===== config.mk =====
export PLATFORM = sky130hd
export DESIGN_NAME = xbus_io
export DESIGN_NICKNAME = d
export VERILOG_FILES = /design/src/logic/xbus_io_pkg.sv /design/src/logic/input_latches.sv /design/src/logic/ready_channel.sv /design/src/logic/tick_timers.sv /design/src/logic/vector_select.sv /design/src/logic/xbus_decode.sv /design/src/logic/xbus_io.sv
export SDC_FILE = /design/constraint.sdc
export NUM_CORES = 1
export LEC_CHECK = 0
export BUFFER_PORTS_ARGS = -buffer_cell sky130_fd_sc_hd__buf_2
export CORE_MARGIN = 2
export CORE_UTILIZATION = 45
export CTS_CLUSTER_DIAMETER = 80
export DETAILED_ROUTE_END_ITERATION = 7
export GPL_ROUTABILITY_DRIVEN = 1
export PLACE_DENSITY = 0.68
export SLEW_MARGIN = 30
export SYNTH_ARGS = -nofsm -noshare
export SYNTH_HDL_FRONTEND = slang
export SYNTH_HIERARCHICAL = 1
export SYNTH_SLANG_ARGS = --single-unit

===== constraint.sdc =====
create_clock -name clk -period 2.4 [get_ports clk]
set_clock_uncertainty 0.15 [all_clocks]
set_input_delay 0 -clock clk [delete_from_list [all_inputs] [get_ports clk]]
set_output_delay 0 -clock clk [all_outputs]
set_load 0.02 [all_outputs]

===== src/logic/xbus_io_pkg.sv =====
`default_nettype none

package xbus_io_pkg;

   // vector types for the bus and the device fields
   typedef logic [21:0] xbus_addr_t;
   typedef logic [31:0] xbus_word_t;
   typedef logic [11:0] mouse_pos_t;
   typedef logic [3:0]  csr_bits_t;
   typedef logic [7:0]  irq_vector_t;

   localparam int NUM_CHAN = 3;
   localparam int CH_MOUSE = 0;
   localparam int CH_KBD   = 1;
   localparam int CH_CLK   = 2;

   typedef logic [NUM_CHAN-1:0] chan_mask_t;

   // 64-word block, only bits 21..6 take part in the compare
   localparam xbus_addr_t IOB_BASE   = 22'o17772000;
   localparam xbus_addr_t REG_KBD_LO = 22'o17772040;
   localparam xbus_addr_t REG_KBD_HI = 22'o17772041;
   localparam xbus_addr_t REG_MS_Y   = 22'o17772042;
   localparam xbus_addr_t REG_MS_X   = 22'o17772043;
   localparam xbus_addr_t REG_BEEP   = 22'o17772044;
   localparam xbus_addr_t REG_CSR    = 22'o17772045;
   localparam xbus_addr_t REG_US_LO  = 22'o17772050;
   localparam xbus_addr_t REG_US_HI  = 22'o17772051;
   localparam xbus_addr_t REG_HZ60   = 22'o17772052;

   // upper half of a key scan: 8 zeros, 5 ones, then 001
   localparam logic [15:0] KBD_TAG = 16'h00F9;

   localparam irq_vector_t VEC_INPUT = 8'o260;
   localparam irq_vector_t VEC_CLOCK = 8'o274;

   localparam int unsigned SYS_CLK_HZ   = 50_000_000;
   localparam int unsigned DEF_US_DIV   = SYS_CLK_HZ / 1_000_000;
   localparam int unsigned DEF_HZ60_DIV = SYS_CLK_HZ / 60;

   typedef struct packed {
      logic       head;
      logic       middle;
      logic       tail;
      mouse_pos_t x;
      mouse_pos_t y;
   } mouse_sample_t;

   typedef struct packed {
      xbus_word_t    key_scan;
      mouse_sample_t mouse;
   } input_regs_t;

   typedef struct packed {
      xbus_word_t us_clock;
      xbus_word_t hz60_clock;
   } timer_regs_t;

endpackage

`default_nettype wire


===== src/logic/input_latches.sv =====
`timescale 1ns/1ps
`default_nettype none

module input_latches (
   input  wire                     clk,
   input  wire                     reset,
   input  wire [15:0]              kb_data,
   input  wire                     kb_ready,
   input  wire xbus_io_pkg::mouse_pos_t ms_x,
   input  wire xbus_io_pkg::mouse_pos_t ms_y,
   input  wire [2:0]               ms_button,
   input  wire                     ms_ready,
   output xbus_io_pkg::input_regs_t inputs
);
   import xbus_io_pkg::*;

   // key scan gets the fixed tag on top
   always_ff @(posedge clk)
   begin
      if (reset)
         inputs.key_scan <= '0;
      else if (kb_ready)
         inputs.key_scan <= {KBD_TAG, kb_data};
   end

   // mouse sample held between strobes
   always_ff @(posedge clk)
   begin
      if (reset)
         inputs.mouse <= '0;
      else if (ms_ready)
      begin
         inputs.mouse.head   <= ms_button[2];
         inputs.mouse.middle <= ms_button[1];
         inputs.mouse.tail   <= ms_button[0];
         inputs.mouse.x      <= ms_x;
         inputs.mouse.y      <= ms_y;
      end
   end

endmodule

`default_nettype wire


===== src/logic/ready_channel.sv =====
`timescale 1ns/1ps
`default_nettype none

module ready_channel (
   input  wire  clk,
   input  wire  reset,
   input  wire  set,
   input  wire  clear,
   input  wire  enable,
   output logic ready,
   output logic request
);

   // sticky flag, a read clear beats a new set
   always_ff @(posedge clk)
   begin
      if (reset)
         ready <= 1'b0;
      else if (clear)
         ready <= 1'b0;
      else if (set)
         ready <= 1'b1;
   end

   assign request = ready & enable;

endmodule

`default_nettype wire


===== src/logic/tick_timers.sv =====
`timescale 1ns/1ps
`default_nettype none

module tick_timers #(
   parameter int unsigned us_div   = xbus_io_pkg::DEF_US_DIV,
   parameter int unsigned hz60_div = xbus_io_pkg::DEF_HZ60_DIV
) (
   input  wire                     clk,
   input  wire                     reset,
   input  wire                     hz60_start,
   output xbus_io_pkg::timer_regs_t timers,
   output logic                    hz60_tick
);
   import xbus_io_pkg::*;

   xbus_word_t us_pre;
   xbus_word_t hz_pre;
   logic       us_wrap;
   logic       hz60_en;

   assign us_wrap = (us_pre == xbus_word_t'(us_div));

   // free running microsecond count
   always_ff @(posedge clk)
   begin
      if (reset)
      begin
         us_pre          <= '0;
         timers.us_clock <= '0;
      end
      else if (us_wrap)
      begin
         us_pre          <= '0;
         timers.us_clock <= timers.us_clock + 1'b1;
      end
      else
         us_pre <= us_pre + 1'b1;
   end

   // 60 Hz side stays idle until the first start
   assign hz60_tick = hz60_en & (hz_pre == xbus_word_t'(hz60_div));

   always_ff @(posedge clk)
   begin
      if (reset)
      begin
         hz60_en           <= 1'b0;
         hz_pre            <= '0;
         timers.hz60_clock <= '0;
      end
      else
      begin
         if (hz60_start)
            hz60_en <= 1'b1;
         if (hz60_tick)
         begin
            hz_pre            <= '0;
            timers.hz60_clock <= timers.hz60_clock + 1'b1;
         end
         else if (hz60_en)
            hz_pre <= hz_pre + 1'b1;
      end
   end

endmodule

`default_nettype wire


===== src/logic/vector_select.sv =====
`timescale 1ns/1ps
`default_nettype none

module vector_select (
   input  wire xbus_io_pkg::chan_mask_t pending,
   output logic                     interrupt,
   output xbus_io_pkg::irq_vector_t vector
);
   import xbus_io_pkg::*;

   logic input_req;

   // mouse and keyboard share one vector
   assign input_req = pending[CH_MOUSE] | pending[CH_KBD];
   assign interrupt = |pending;

   // fixed priority, input devices ahead of the clock
   always_comb
   begin
      if (input_req)
         vector = VEC_INPUT;
      else if (pending[CH_CLK])
         vector = VEC_CLOCK;
      else
         vector = '0;
   end

endmodule

`default_nettype wire


===== src/logic/xbus_decode.sv =====
`timescale 1ns/1ps
`default_nettype none

module xbus_decode (
   input  wire                       clk,
   input  wire                       reset,
   input  wire xbus_io_pkg::xbus_addr_t  addr,
   input  wire xbus_io_pkg::xbus_word_t  datain,
   input  wire                       req,
   input  wire                       write,
   input  wire xbus_io_pkg::input_regs_t inputs,
   input  wire xbus_io_pkg::timer_regs_t timers,
   input  wire xbus_io_pkg::chan_mask_t  rdy,
   output logic                      decode,
   output logic                      ack,
   output xbus_io_pkg::xbus_word_t   dataout,
   output xbus_io_pkg::csr_bits_t    csr,
   output xbus_io_pkg::chan_mask_t   clear,
   output logic                      hz60_start
);
   import xbus_io_pkg::*;

   logic [1:0] ack_pipe;
   logic       rd_access;
   logic       wr_access;
   xbus_word_t read_word;

   // block match on the upper address bits only
   assign decode    = req & (addr[21:6] == IOB_BASE[21:6]);
   assign rd_access = decode & ~write;
   assign wr_access = decode & write;
   assign ack       = ack_pipe[1];

   // ack trails each decoded cycle by two clocks
   always_ff @(posedge clk)
   begin
      if (reset)
         ack_pipe <= '0;
      else
         ack_pipe <= {ack_pipe[0], decode};
   end

   always_ff @(posedge clk)
   begin
      if (reset)
         csr <= '0;
      else if (wr_access && addr == REG_CSR)
         csr <= datain[3:0];
   end

   // read mux plus the clear side effects of reads
   always_comb
   begin
      read_word  = '0;
      clear      = '0;
      hz60_start = 1'b0;
      case (addr)
         REG_KBD_LO:
         begin
            read_word     = {16'b0, inputs.key_scan[15:0]};
            clear[CH_KBD] = rd_access;
         end
         REG_KBD_HI:
         begin
            read_word     = {16'b0, inputs.key_scan[31:16]};
            clear[CH_KBD] = rd_access;
         end
         REG_MS_Y:
         begin
            read_word       = {17'b0, inputs.mouse.head, inputs.mouse.middle,
                               inputs.mouse.tail, inputs.mouse.y};
            clear[CH_MOUSE] = rd_access;
         end
         // raw quadrature bits not wired, they read as zero
         REG_MS_X:
            read_word = {20'b0, inputs.mouse.x};
         REG_CSR:
            read_word = {25'b0, rdy, csr};
         REG_US_LO:
            read_word = {16'b0, timers.us_clock[15:0]};
         REG_US_HI:
            read_word = {16'b0, timers.us_clock[31:16]};
         REG_HZ60:
         begin
            read_word     = timers.hz60_clock;
            clear[CH_CLK] = rd_access;
            hz60_start    = rd_access;
         end
         // beep has no function
         default:
            read_word = '0;
      endcase
   end

   // read data valid for one cycle after the access only
   always_ff @(posedge clk)
   begin
      if (reset)
         dataout <= '0;
      else if (rd_access)
         dataout <= read_word;
      else
         dataout <= '0;
   end

endmodule

`default_nettype wire


===== src/logic/xbus_io.sv =====
`timescale 1ns/1ps
`default_nettype none

module xbus_io #(
   parameter int unsigned us_div   = xbus_io_pkg::DEF_US_DIV,
   parameter int unsigned hz60_div = xbus_io_pkg::DEF_HZ60_DIV
) (
   input  wire                       clk,
   input  wire                       reset,
   input  wire xbus_io_pkg::xbus_addr_t  addr,
   input  wire xbus_io_pkg::xbus_word_t  datain,
   output xbus_io_pkg::xbus_word_t   dataout,
   input  wire                       req,
   input  wire                       write,
   output logic                      ack,
   output logic                      decode,
   output logic                      interrupt,
   output xbus_io_pkg::irq_vector_t  vector,
   input  wire [15:0]                kb_data,
   input  wire                       kb_ready,
   input  wire xbus_io_pkg::mouse_pos_t  ms_x,
   input  wire xbus_io_pkg::mouse_pos_t  ms_y,
   input  wire [2:0]                 ms_button,
   input  wire                       ms_ready
);
   import xbus_io_pkg::*;

   input_regs_t inputs;
   timer_regs_t timers;
   csr_bits_t   csr;
   chan_mask_t  clear;
   chan_mask_t  set_mask;
   chan_mask_t  en_mask;
   chan_mask_t  rdy;
   chan_mask_t  pending;
   logic        hz60_start;
   logic        hz60_tick;

   // per-source set strobes and CSR enables
   assign set_mask[CH_MOUSE] = ms_ready;
   assign set_mask[CH_KBD]   = kb_ready;
   assign set_mask[CH_CLK]   = hz60_tick;
   assign en_mask[CH_MOUSE]  = csr[1];
   assign en_mask[CH_KBD]    = csr[2];
   assign en_mask[CH_CLK]    = csr[3];

   xbus_decode xbus_decode_inst (
      .clk        (clk),
      .reset      (reset),
      .addr       (addr),
      .datain     (datain),
      .req        (req),
      .write      (write),
      .inputs     (inputs),
      .timers     (timers),
      .rdy        (rdy),
      .decode     (decode),
      .ack        (ack),
      .dataout    (dataout),
      .csr        (csr),
      .clear      (clear),
      .hz60_start (hz60_start)
   );

   input_latches input_latches_inst (
      .clk       (clk),
      .reset     (reset),
      .kb_data   (kb_data),
      .kb_ready  (kb_ready),
      .ms_x      (ms_x),
      .ms_y      (ms_y),
      .ms_button (ms_button),
      .ms_ready  (ms_ready),
      .inputs    (inputs)
   );

   tick_timers #(
      .us_div   (us_div),
      .hz60_div (hz60_div)
   ) tick_timers_inst (
      .clk        (clk),
      .reset      (reset),
      .hz60_start (hz60_start),
      .timers     (timers),
      .hz60_tick  (hz60_tick)
   );

   for (genvar i = 0; i < NUM_CHAN; i++)
   begin : g_chan
      ready_channel ready_channel_inst (
         .clk     (clk),
         .reset   (reset),
         .set     (set_mask[i]),
         .clear   (clear[i]),
         .enable  (en_mask[i]),
         .ready   (rdy[i]),
         .request (pending[i])
      );
   end

   vector_select vector_select_inst (
      .pending   (pending),
      .interrupt (interrupt),
      .vector    (vector)
   );

endmodule

`default_nettype wire


# Yosys cells after proc, flatten, opt, wreduce, memory -nomap -nowiden
# Index checks and enable logic that the tools add are counted.
# W data, S select, Z words.
# totals
reg_bits,214
in_bits,103
out_inout_bits,43
wordCells,57
# classes
addsub,4
n_eq_ne,11
muxes,6
bitwise_logic,10
n_reduce_logical,9
# op_table
op,n
$pmux W32 S8,1
$eq A22 B22 Y1 const B,8
$add A32 B1 Y32 const B,4
$eq A32 B20 Y1 const B,1
$eq A32 B6 Y1 const B,1
$eq A16 B16 Y1 const B,1
$mux W8,2
$reduce_or A2 Y1,7
$and A1 B1 Y1,7
$mux W1,3
$reduce_or A3 Y1,1
$not A1 Y1,2
$logic_and A1 B1 Y1,1
$or A1 B1 Y1,1

# Longest topological paths before layout
# depth
depth_word,5
mapped_depth,10
depth_no_buf,7

# By module
# Netlist, hierarchy kept.
# by_module_without_submodules
module,n_inst,cells_each,area_per_inst_um2,seq_area_each_um2
tick_timers,1,721,6077.1,2582.5
xbus_decode,1,233,2115.8,760.7
input_latches,1,158,1696.6,880.8
ready_channel,3,4,40.0,20.0
vector_select,1,10,70.1,0.0

# Least setup slack after synthesis
# Ideal clock, no wire load.
# synth_timing
path_kind,input to register
from,input addr[9]
to,register xbus_decode_inst.dataout[12]
setup_ps,66
arrival_time_ps,2249
t_required_ps,2184
slack_ps,-65
cell_stages,9
path_buffers,4
path_cell_list,or4b_4 > or4_1 > buf_2 > or2_1 > buf_2 > or3_1 > buf_2 > buf_6 > a21oi_2
# synth_via
elab_chain_cells,5
word_cells_on_any_way,14
classes_between,eq/ne (9); mux (1); bitwise (3); reduce/logical (1)
# synth_lines
item,line,text
from (decl),xbus_io.sv:10,"input wire xbus_io_pkg::xbus_addr_t addr,"
$eq A16 B16 Y1,xbus_decode.sv:29,assign decode = req & (addr[21:6] == IOB_BASE[21:6]);
$and A1 B1 Y1,xbus_decode.sv:29,
$and A1 B1 Y1,xbus_decode.sv:30,assign rd_access = decode & ~write;
$not A1 Y1 (no source line),--,
$reduce_or A2 Y1 (no source line),--,
to (signal assigned),xbus_decode.sv:101,dataout <= read_word;
to (decl),xbus_decode.sv:16,"output xbus_io_pkg::xbus_word_t dataout,"
# Several ways; a longest one is shown, not always the timed one.
# A chain may end at the register's enable or synchronous reset.

# Worst setup path after layout
# layout_timing
from,register tick_timers_inst.us_pre[0]
to,"register, netlist name tick_timers_inst/timers[61]"
# layout_via
elab_chain_cells,1
# layout_lines
item,line,text
from (decl),tick_timers.sv:16,xbus_word_t us_pre;
from (signal assigned),tick_timers.sv:37,us_pre <= us_pre + 1'b1;
$eq A32 B6 Y1,tick_timers.sv:21,assign us_wrap = (us_pre == xbus_word_t'(us_div));
# No other way between the ends.

==> flow_summary.html <==
<table>
<tr><th>Metric</th><th>Value</th></tr>
<tr><th colspan="2">Status</th></tr>
<tr><td>Status</td><td>finished with violations</td></tr>
<tr><td>Violated checks</td><td>negative hold slack, negative setup slack</td></tr>
<tr><th colspan="2">STA</th></tr>
<tr><td>Min Tclk post-route</td><td>between 2 and 2.5 ns</td></tr>
<tr><td># setup viols final</td><td>2</td></tr>
<tr><td>Fin. max-slew vios</td><td>0</td></tr>
<tr><td>Max-slew headroom</td><td>0.4218</td></tr>
<tr><td>Worst hold margin</td><td>-0.2425 ns</td></tr>
<tr><td>F_max</td><td>a little over 0.4 GHz</td></tr>
<tr><td>Final clock period utilization by the worst path</td><td>1.019</td></tr>
<tr><td>PnR worst setup slack</td><td>-0.04555 ns</td></tr>
<tr><td>Fin. Hold Viols</td><td>27</td></tr>
<tr><td>Worst-margin pin slew</td><td>a little under 0.9 ns</td></tr>
<tr><td>Unrepaired setup endpoints after global routing</td><td>true</td></tr>
<tr><th colspan="2">Detailed routing</th></tr>
<tr><td>Number of DRC violations after detailed-routing iteration 0</td><td>460</td></tr>
<tr><td>DRC Markers</td><td>0</td></tr>
<tr><td>Wire length on met3</td><td>between 1.5 and 2 mm</td></tr>
<tr><td>Total via count after detailed routing</td><td>between 9000 and 10000</td></tr>
<tr><td>Antenna viol nets, final</td><td>0</td></tr>
<tr><td>Per-cell routed wire length</td><td>approximately 16 µm</td></tr>
<tr><td>Met2 wirelength from detailed routing</td><td>~12 mm</td></tr>
<tr><td>First-pass iteration count of the detailed router</td><td>5</td></tr>
<tr><td>Number of vias per cell after detailed routing</td><td>5.425</td></tr>
<tr><td>Detailed Route WL</td><td>between 20 and 30 mm</td></tr>
<tr><td>Highest routing layer actually used</td><td>met4</td></tr>
<tr><td>Detailed-routing wirelength on met1</td><td>between 10 and 15 mm</td></tr>
<tr><th colspan="2">Floorplan</th></tr>
<tr><td>Ports placed on the boundary</td><td>approximately 150</td></tr>
<tr><td>Die height</td><td>approximately 150 µm</td></tr>
<tr><td>Chip Width</td><td>roughly 150 µm</td></tr>
<tr><td>Area of the die</td><td>between 20000 and 25000 µm²</td></tr>
<tr><td>Initial Utilization</td><td>0.4604</td></tr>
<tr><td>Area of the placeable core</td><td>approximately 22000 µm²</td></tr>
<tr><td>Cell row count</td><td>54</td></tr>
<tr><th colspan="2">Clock tree</th></tr>
<tr><td>Number of clock buffers inserted by TritonCTS</td><td>24</td></tr>
<tr><td>Clock tree root driver cell</td><td>clkbuf_16</td></tr>
<tr><td>Clock Pin Slew Worst Setup and Hold Paths</td><td>approximately 0.06 ns</td></tr>
<tr><td>CTS sink count</td><td>between 200 and 250</td></tr>
<tr><td>CTS tree</td><td>yes</td></tr>
<tr><td>Worst-Skew Late Latency</td><td>~0.5 ns</td></tr>
<tr><td>Clock H-tree levels</td><td>1</td></tr>
<tr><td>Max Root-Sink Buffers</td><td>3</td></tr>
<tr><th colspan="2">Logic synthesis</th></tr>
<tr><td>Cell type with the largest total area after synthesis</td><td>dfxtp_1</td></tr>
<tr><td>Post-synthesis cell area</td><td>between 10000 and 15000 µm²</td></tr>
<tr><td>Simple-Gate Fraction of Synth Area</td><td>0.2687</td></tr>
<tr><td>Commonest register cell after synthesis</td><td>dfxtp_1</td></tr>
<tr><td>Async set-reset flop share out of synthesis</td><td>0</td></tr>
<tr><td>Adder and majority gate portion of the synthesized area</td><td>0.007448</td></tr>
<tr><td>Mean instance size in the synthesized netlist</td><td>about 8.9 µm²</td></tr>
<tr><td>Post-synthesis xor/xnor area fraction</td><td>0.07212</td></tr>
<tr><td>Number of storage elements in the synthesis netlist</td><td>roughly 210</td></tr>
<tr><td>Post-Syn Instances</td><td>approximately 1100</td></tr>
<tr><td>Number of enable flip-flop cells after synthesis</td><td>0</td></tr>
<tr><td>Fraction of the mapped netlist area in compound gates</td><td>0.1068</td></tr>
<tr><td>Proportion of synthesized chip area in sequential cells</td><td>0.4250</td></tr>
<tr><td>Largest family of logic cells by synthesized area</td><td>simple AND/OR/NAND/NOR gates</td></tr>
<tr><td>Leading cell types by total area after synthesis</td><td>dfxtp_1 (43%), nor2_1 (6.4%), mux2i_1 (5.0%)</td></tr>
<tr><td>Post-synthesis cell type count</td><td>56</td></tr>
<tr><td>Proportion of netlist area held by the largest area contributor</td><td>0.4250</td></tr>
<tr><td>Mux contribution to synthesized area</td><td>0.06306</td></tr>
<tr><td>Total number of yosys warnings</td><td>6</td></tr>
<tr><th colspan="2">Power</th></tr>
<tr><td>Power density relative to cell area</td><td>slightly below 600 nW/µm²</td></tr>
<tr><td>Post-layout power</td><td>7.767 mW</td></tr>
<tr><td>Peak supply drop</td><td>around 0.35 mV</td></tr>
<tr><td>Leakage</td><td>4.999 nW</td></tr>
<tr><th colspan="2">Final layout</th></tr>
<tr><td>Share of final-layout standard cells stronger than drive strength 1</td><td>0.2253</td></tr>
<tr><td>Antenna Cells</td><td>0</td></tr>
<tr><td>Final #Nets</td><td>approximately 1500</td></tr>
<tr><td>Area overhead of the layout relative to synthesis</td><td>29.67%</td></tr>
<tr><th colspan="2">Placement</th></tr>
<tr><td>Total of buffers placed on input and output ports</td><td>114</td></tr>
<tr><td>Gp weighted congestion</td><td>between 0.8 and 0.9</td></tr>
<tr><td>Detailed-placement wirelength estimate</td><td>17.36 mm</td></tr>
<tr><th colspan="2">Worst setup path</th></tr>
<tr><td>Class of the most critical setup path</td><td>flop to flop</td></tr>
<tr><td>End point of the critical path</td><td>tick_timers_inst/timers[61]$_SDFFE_PP0N_</td></tr>
<tr><td>Reg-to-reg slack, setup</td><td>-0.05 ns</td></tr>
<tr><td>Depth of the worst register-to-register path</td><td>9</td></tr>
<tr><td>Critical Path End Type</td><td>flop</td></tr>
<tr><td>Launching element type of the critical path</td><td>flop</td></tr>
<tr><td>Startpoint of the most critical setup path</td><td>tick_timers_inst/us_pre[0]$_SDFF_PP0_</td></tr>
<tr><td>Maximum fanout encountered on the critical timing path</td><td>5</td></tr>
<tr><td>CP required</td><td>~2.7 ns</td></tr>
<tr><td>RR Endpoint</td><td>tick_timers_inst/timers[61]$_SDFFE_PP0N_</td></tr>
<tr><td>Reg-to-reg startpoint</td><td>tick_timers_inst/us_pre[0]$_SDFF_PP0_</td></tr>
<tr><td>Critical path data arrival time</td><td>approximately 2.7 ns</td></tr>
<tr><th colspan="2">Global route</th></tr>
<tr><td>Number of antenna violations at the first check in global routing</td><td>0</td></tr>
<tr><td>Global routing usage summed across all routing layers</td><td>0.2102</td></tr>
<tr><td>Maximum number of pins on one net before global-route repair</td><td>36</td></tr>
<tr><td>Total global routing overflow</td><td>0</td></tr>
<tr><td>Global-route wire length before repair</td><td>42.05 mm</td></tr>
<tr><td>Via count of the first global-routing pass</td><td>approximately 8500</td></tr>
<tr><th colspan="2">Hold path</th></tr>
<tr><td>Worst hold-check path type</td><td>primary input to flop</td></tr>
<tr><td>Start point of the worst hold path</td><td>reset</td></tr>
<tr><th colspan="2">Job</th></tr>
<tr><td>Maximum capacitance violations</td><td>0</td></tr>
</table>
[power breakdown]
part           switching [mW]  internal, mW
logic                   0.222         0.245
clock network            1.43          2.24
registers              0.0289          3.60
total                    1.68          6.09
[synth_stat cells (5+ instances only)]
cell and n:
a21oi_1 48, a21oi_2 8, a22o_1 22, a22oi_1 28
a32oi_1 6, and2_1 24, and3_1 13, and4_1 10
buf_1 5, buf_2 15, buf_4 24, buf_6 5
clkbuf_1 30, dfxtp_1 214, ha_1 6, inv_1 18
mux2_2 12, mux2i_1 50, nand2_1 57, nand3_1 48
nand4_1 44, nor2_1 171, nor3_1 11, nor3_2 5
nor4_1 36, o21ai_0 40, o21ai_1 5, o31ai_1 6
or3_1 35, or4_1 8, xnor2_1 42, xor2_1 41
[worst max-delay path, cell delays in order, from the launching register on]
cell,delay (ns)
dfxtp_1,0.31
inv_1,0.05
ha_1,0.13
nor4b_2,0.18
nand4_1,0.19
buf_4,0.19
or4_4,0.56
buf_6,0.15
or3_1,0.33
a21oi_2,0.13
[cells in the final DEF, fill, tap and decap left out, types with 35 or more instances in the layout]
| cell type | synthesis | routed |
|---|---|---|
| o21ai_0 | 40 | 39 |
| dfxtp_1 | 214 | 213 |
| nand2_1 | 57 | 57 |
| buf_2 | 15 | 114 |
| nand4_1 | 44 | 44 |
| or3_1 | 35 | 35 |
| dlygate4sd3_1 | 0 | 77 |
| xor2_1 | 41 | 41 |
| nand3_1 | 48 | 48 |
| nor2_1 | 171 | 170 |
| a21oi_1 | 48 | 47 |
| mux2i_1 | 50 | 49 |
| xnor2_1 | 42 | 41 |
| buf_4 | 24 | 103 |
[cell type report]
cell class	instances	area (µm²)
repair buffers	300	2217
well taps	280	350.3
multi-input cells	831	5346
inverters	18	67.56
flip-flops and latches	214	4285
fillers	1881	8821
clock buffers	33	695.7
clock inverters	11	107.6
[worst min-delay path by stage]
stage,to,slack [ns],cells past startpoint
floorplan,g_chan[0].ready_channel_inst/ready$_SDFFE_PP0P_,-0.08,1
global placement,input_latches_inst/inputs[10]$_SDFFE_PP0P_,0.09,3
detailed placement,input_latches_inst/inputs[10]$_SDFFE_PP0P_,0.1,3
CTS,tick_timers_inst/timers[3]$_SDFFE_PP0P_,-0.27,2
global route,tick_timers_inst/timers[3]$_SDFFE_PP0P_,-0.25,2
finish,xbus_decode_inst/csr[2]$_SDFFE_PP0P_,-0.24,2
[through the flow]
stage               cell area, µm²  worst slack (ns)  cells  utilization   TNS, ns
floorplan                    10150           0.03046   1145            -         0
global placement             11360          -0.05425   1556       0.5188   -0.2657
detailed placement           11360           -0.1098   1556       0.5188   -0.7540
CTS                          12980          -0.01682   1682       0.5929  -0.01682
global route                 13070           -0.1311   1687       0.5971   -0.7903
finish                       13070          -0.04555   1687       0.5971  -0.06763
[registers in the layout, indices dropped and copies added, names as in the netlist]
register	cells
g_chan.ready_channel_inst/ready	3
tick_timers_inst/us_pre	32
input_latches_inst/inputs	44
tick_timers_inst/hz_pre	32
xbus_decode_inst/dataout	32
xbus_decode_inst/ack_pipe	2
tick_timers_inst/hz60_en	1
tick_timers_inst/timers	64
xbus_decode_inst/csr	4
[what timing repair did]
item | 4_1_cts | 5_1_grt
gates cloned | 1 | 0
gates resized for setup | 3 | 12
hold buffers | 77 | 2
pin swaps | 9 | 6
endpoints found under the setup margin | 9 | 27
setup buffers | 4 | 5
hold endpoints to repair | 108 | 27
[metal layers]
layer,vias up,global-route usage
met3,41,0.02875
met2,258,0.3560
met4,0,0.04893
met1,4324,0.2855
met5,-,0
li1,4529,-
[logic make-up after synthesis]
kind of cell | Yosys count
AO/OA/AOI/OAI | 168
XOR/XNOR | 83
adder cells (fa/ha/maj) | 6
buffers and inverters | 100
flip-flops | 214
multiplexers | 62
other | 2
AND/OR/NAND/NOR | 499
(Power assumes the default switching activity.)
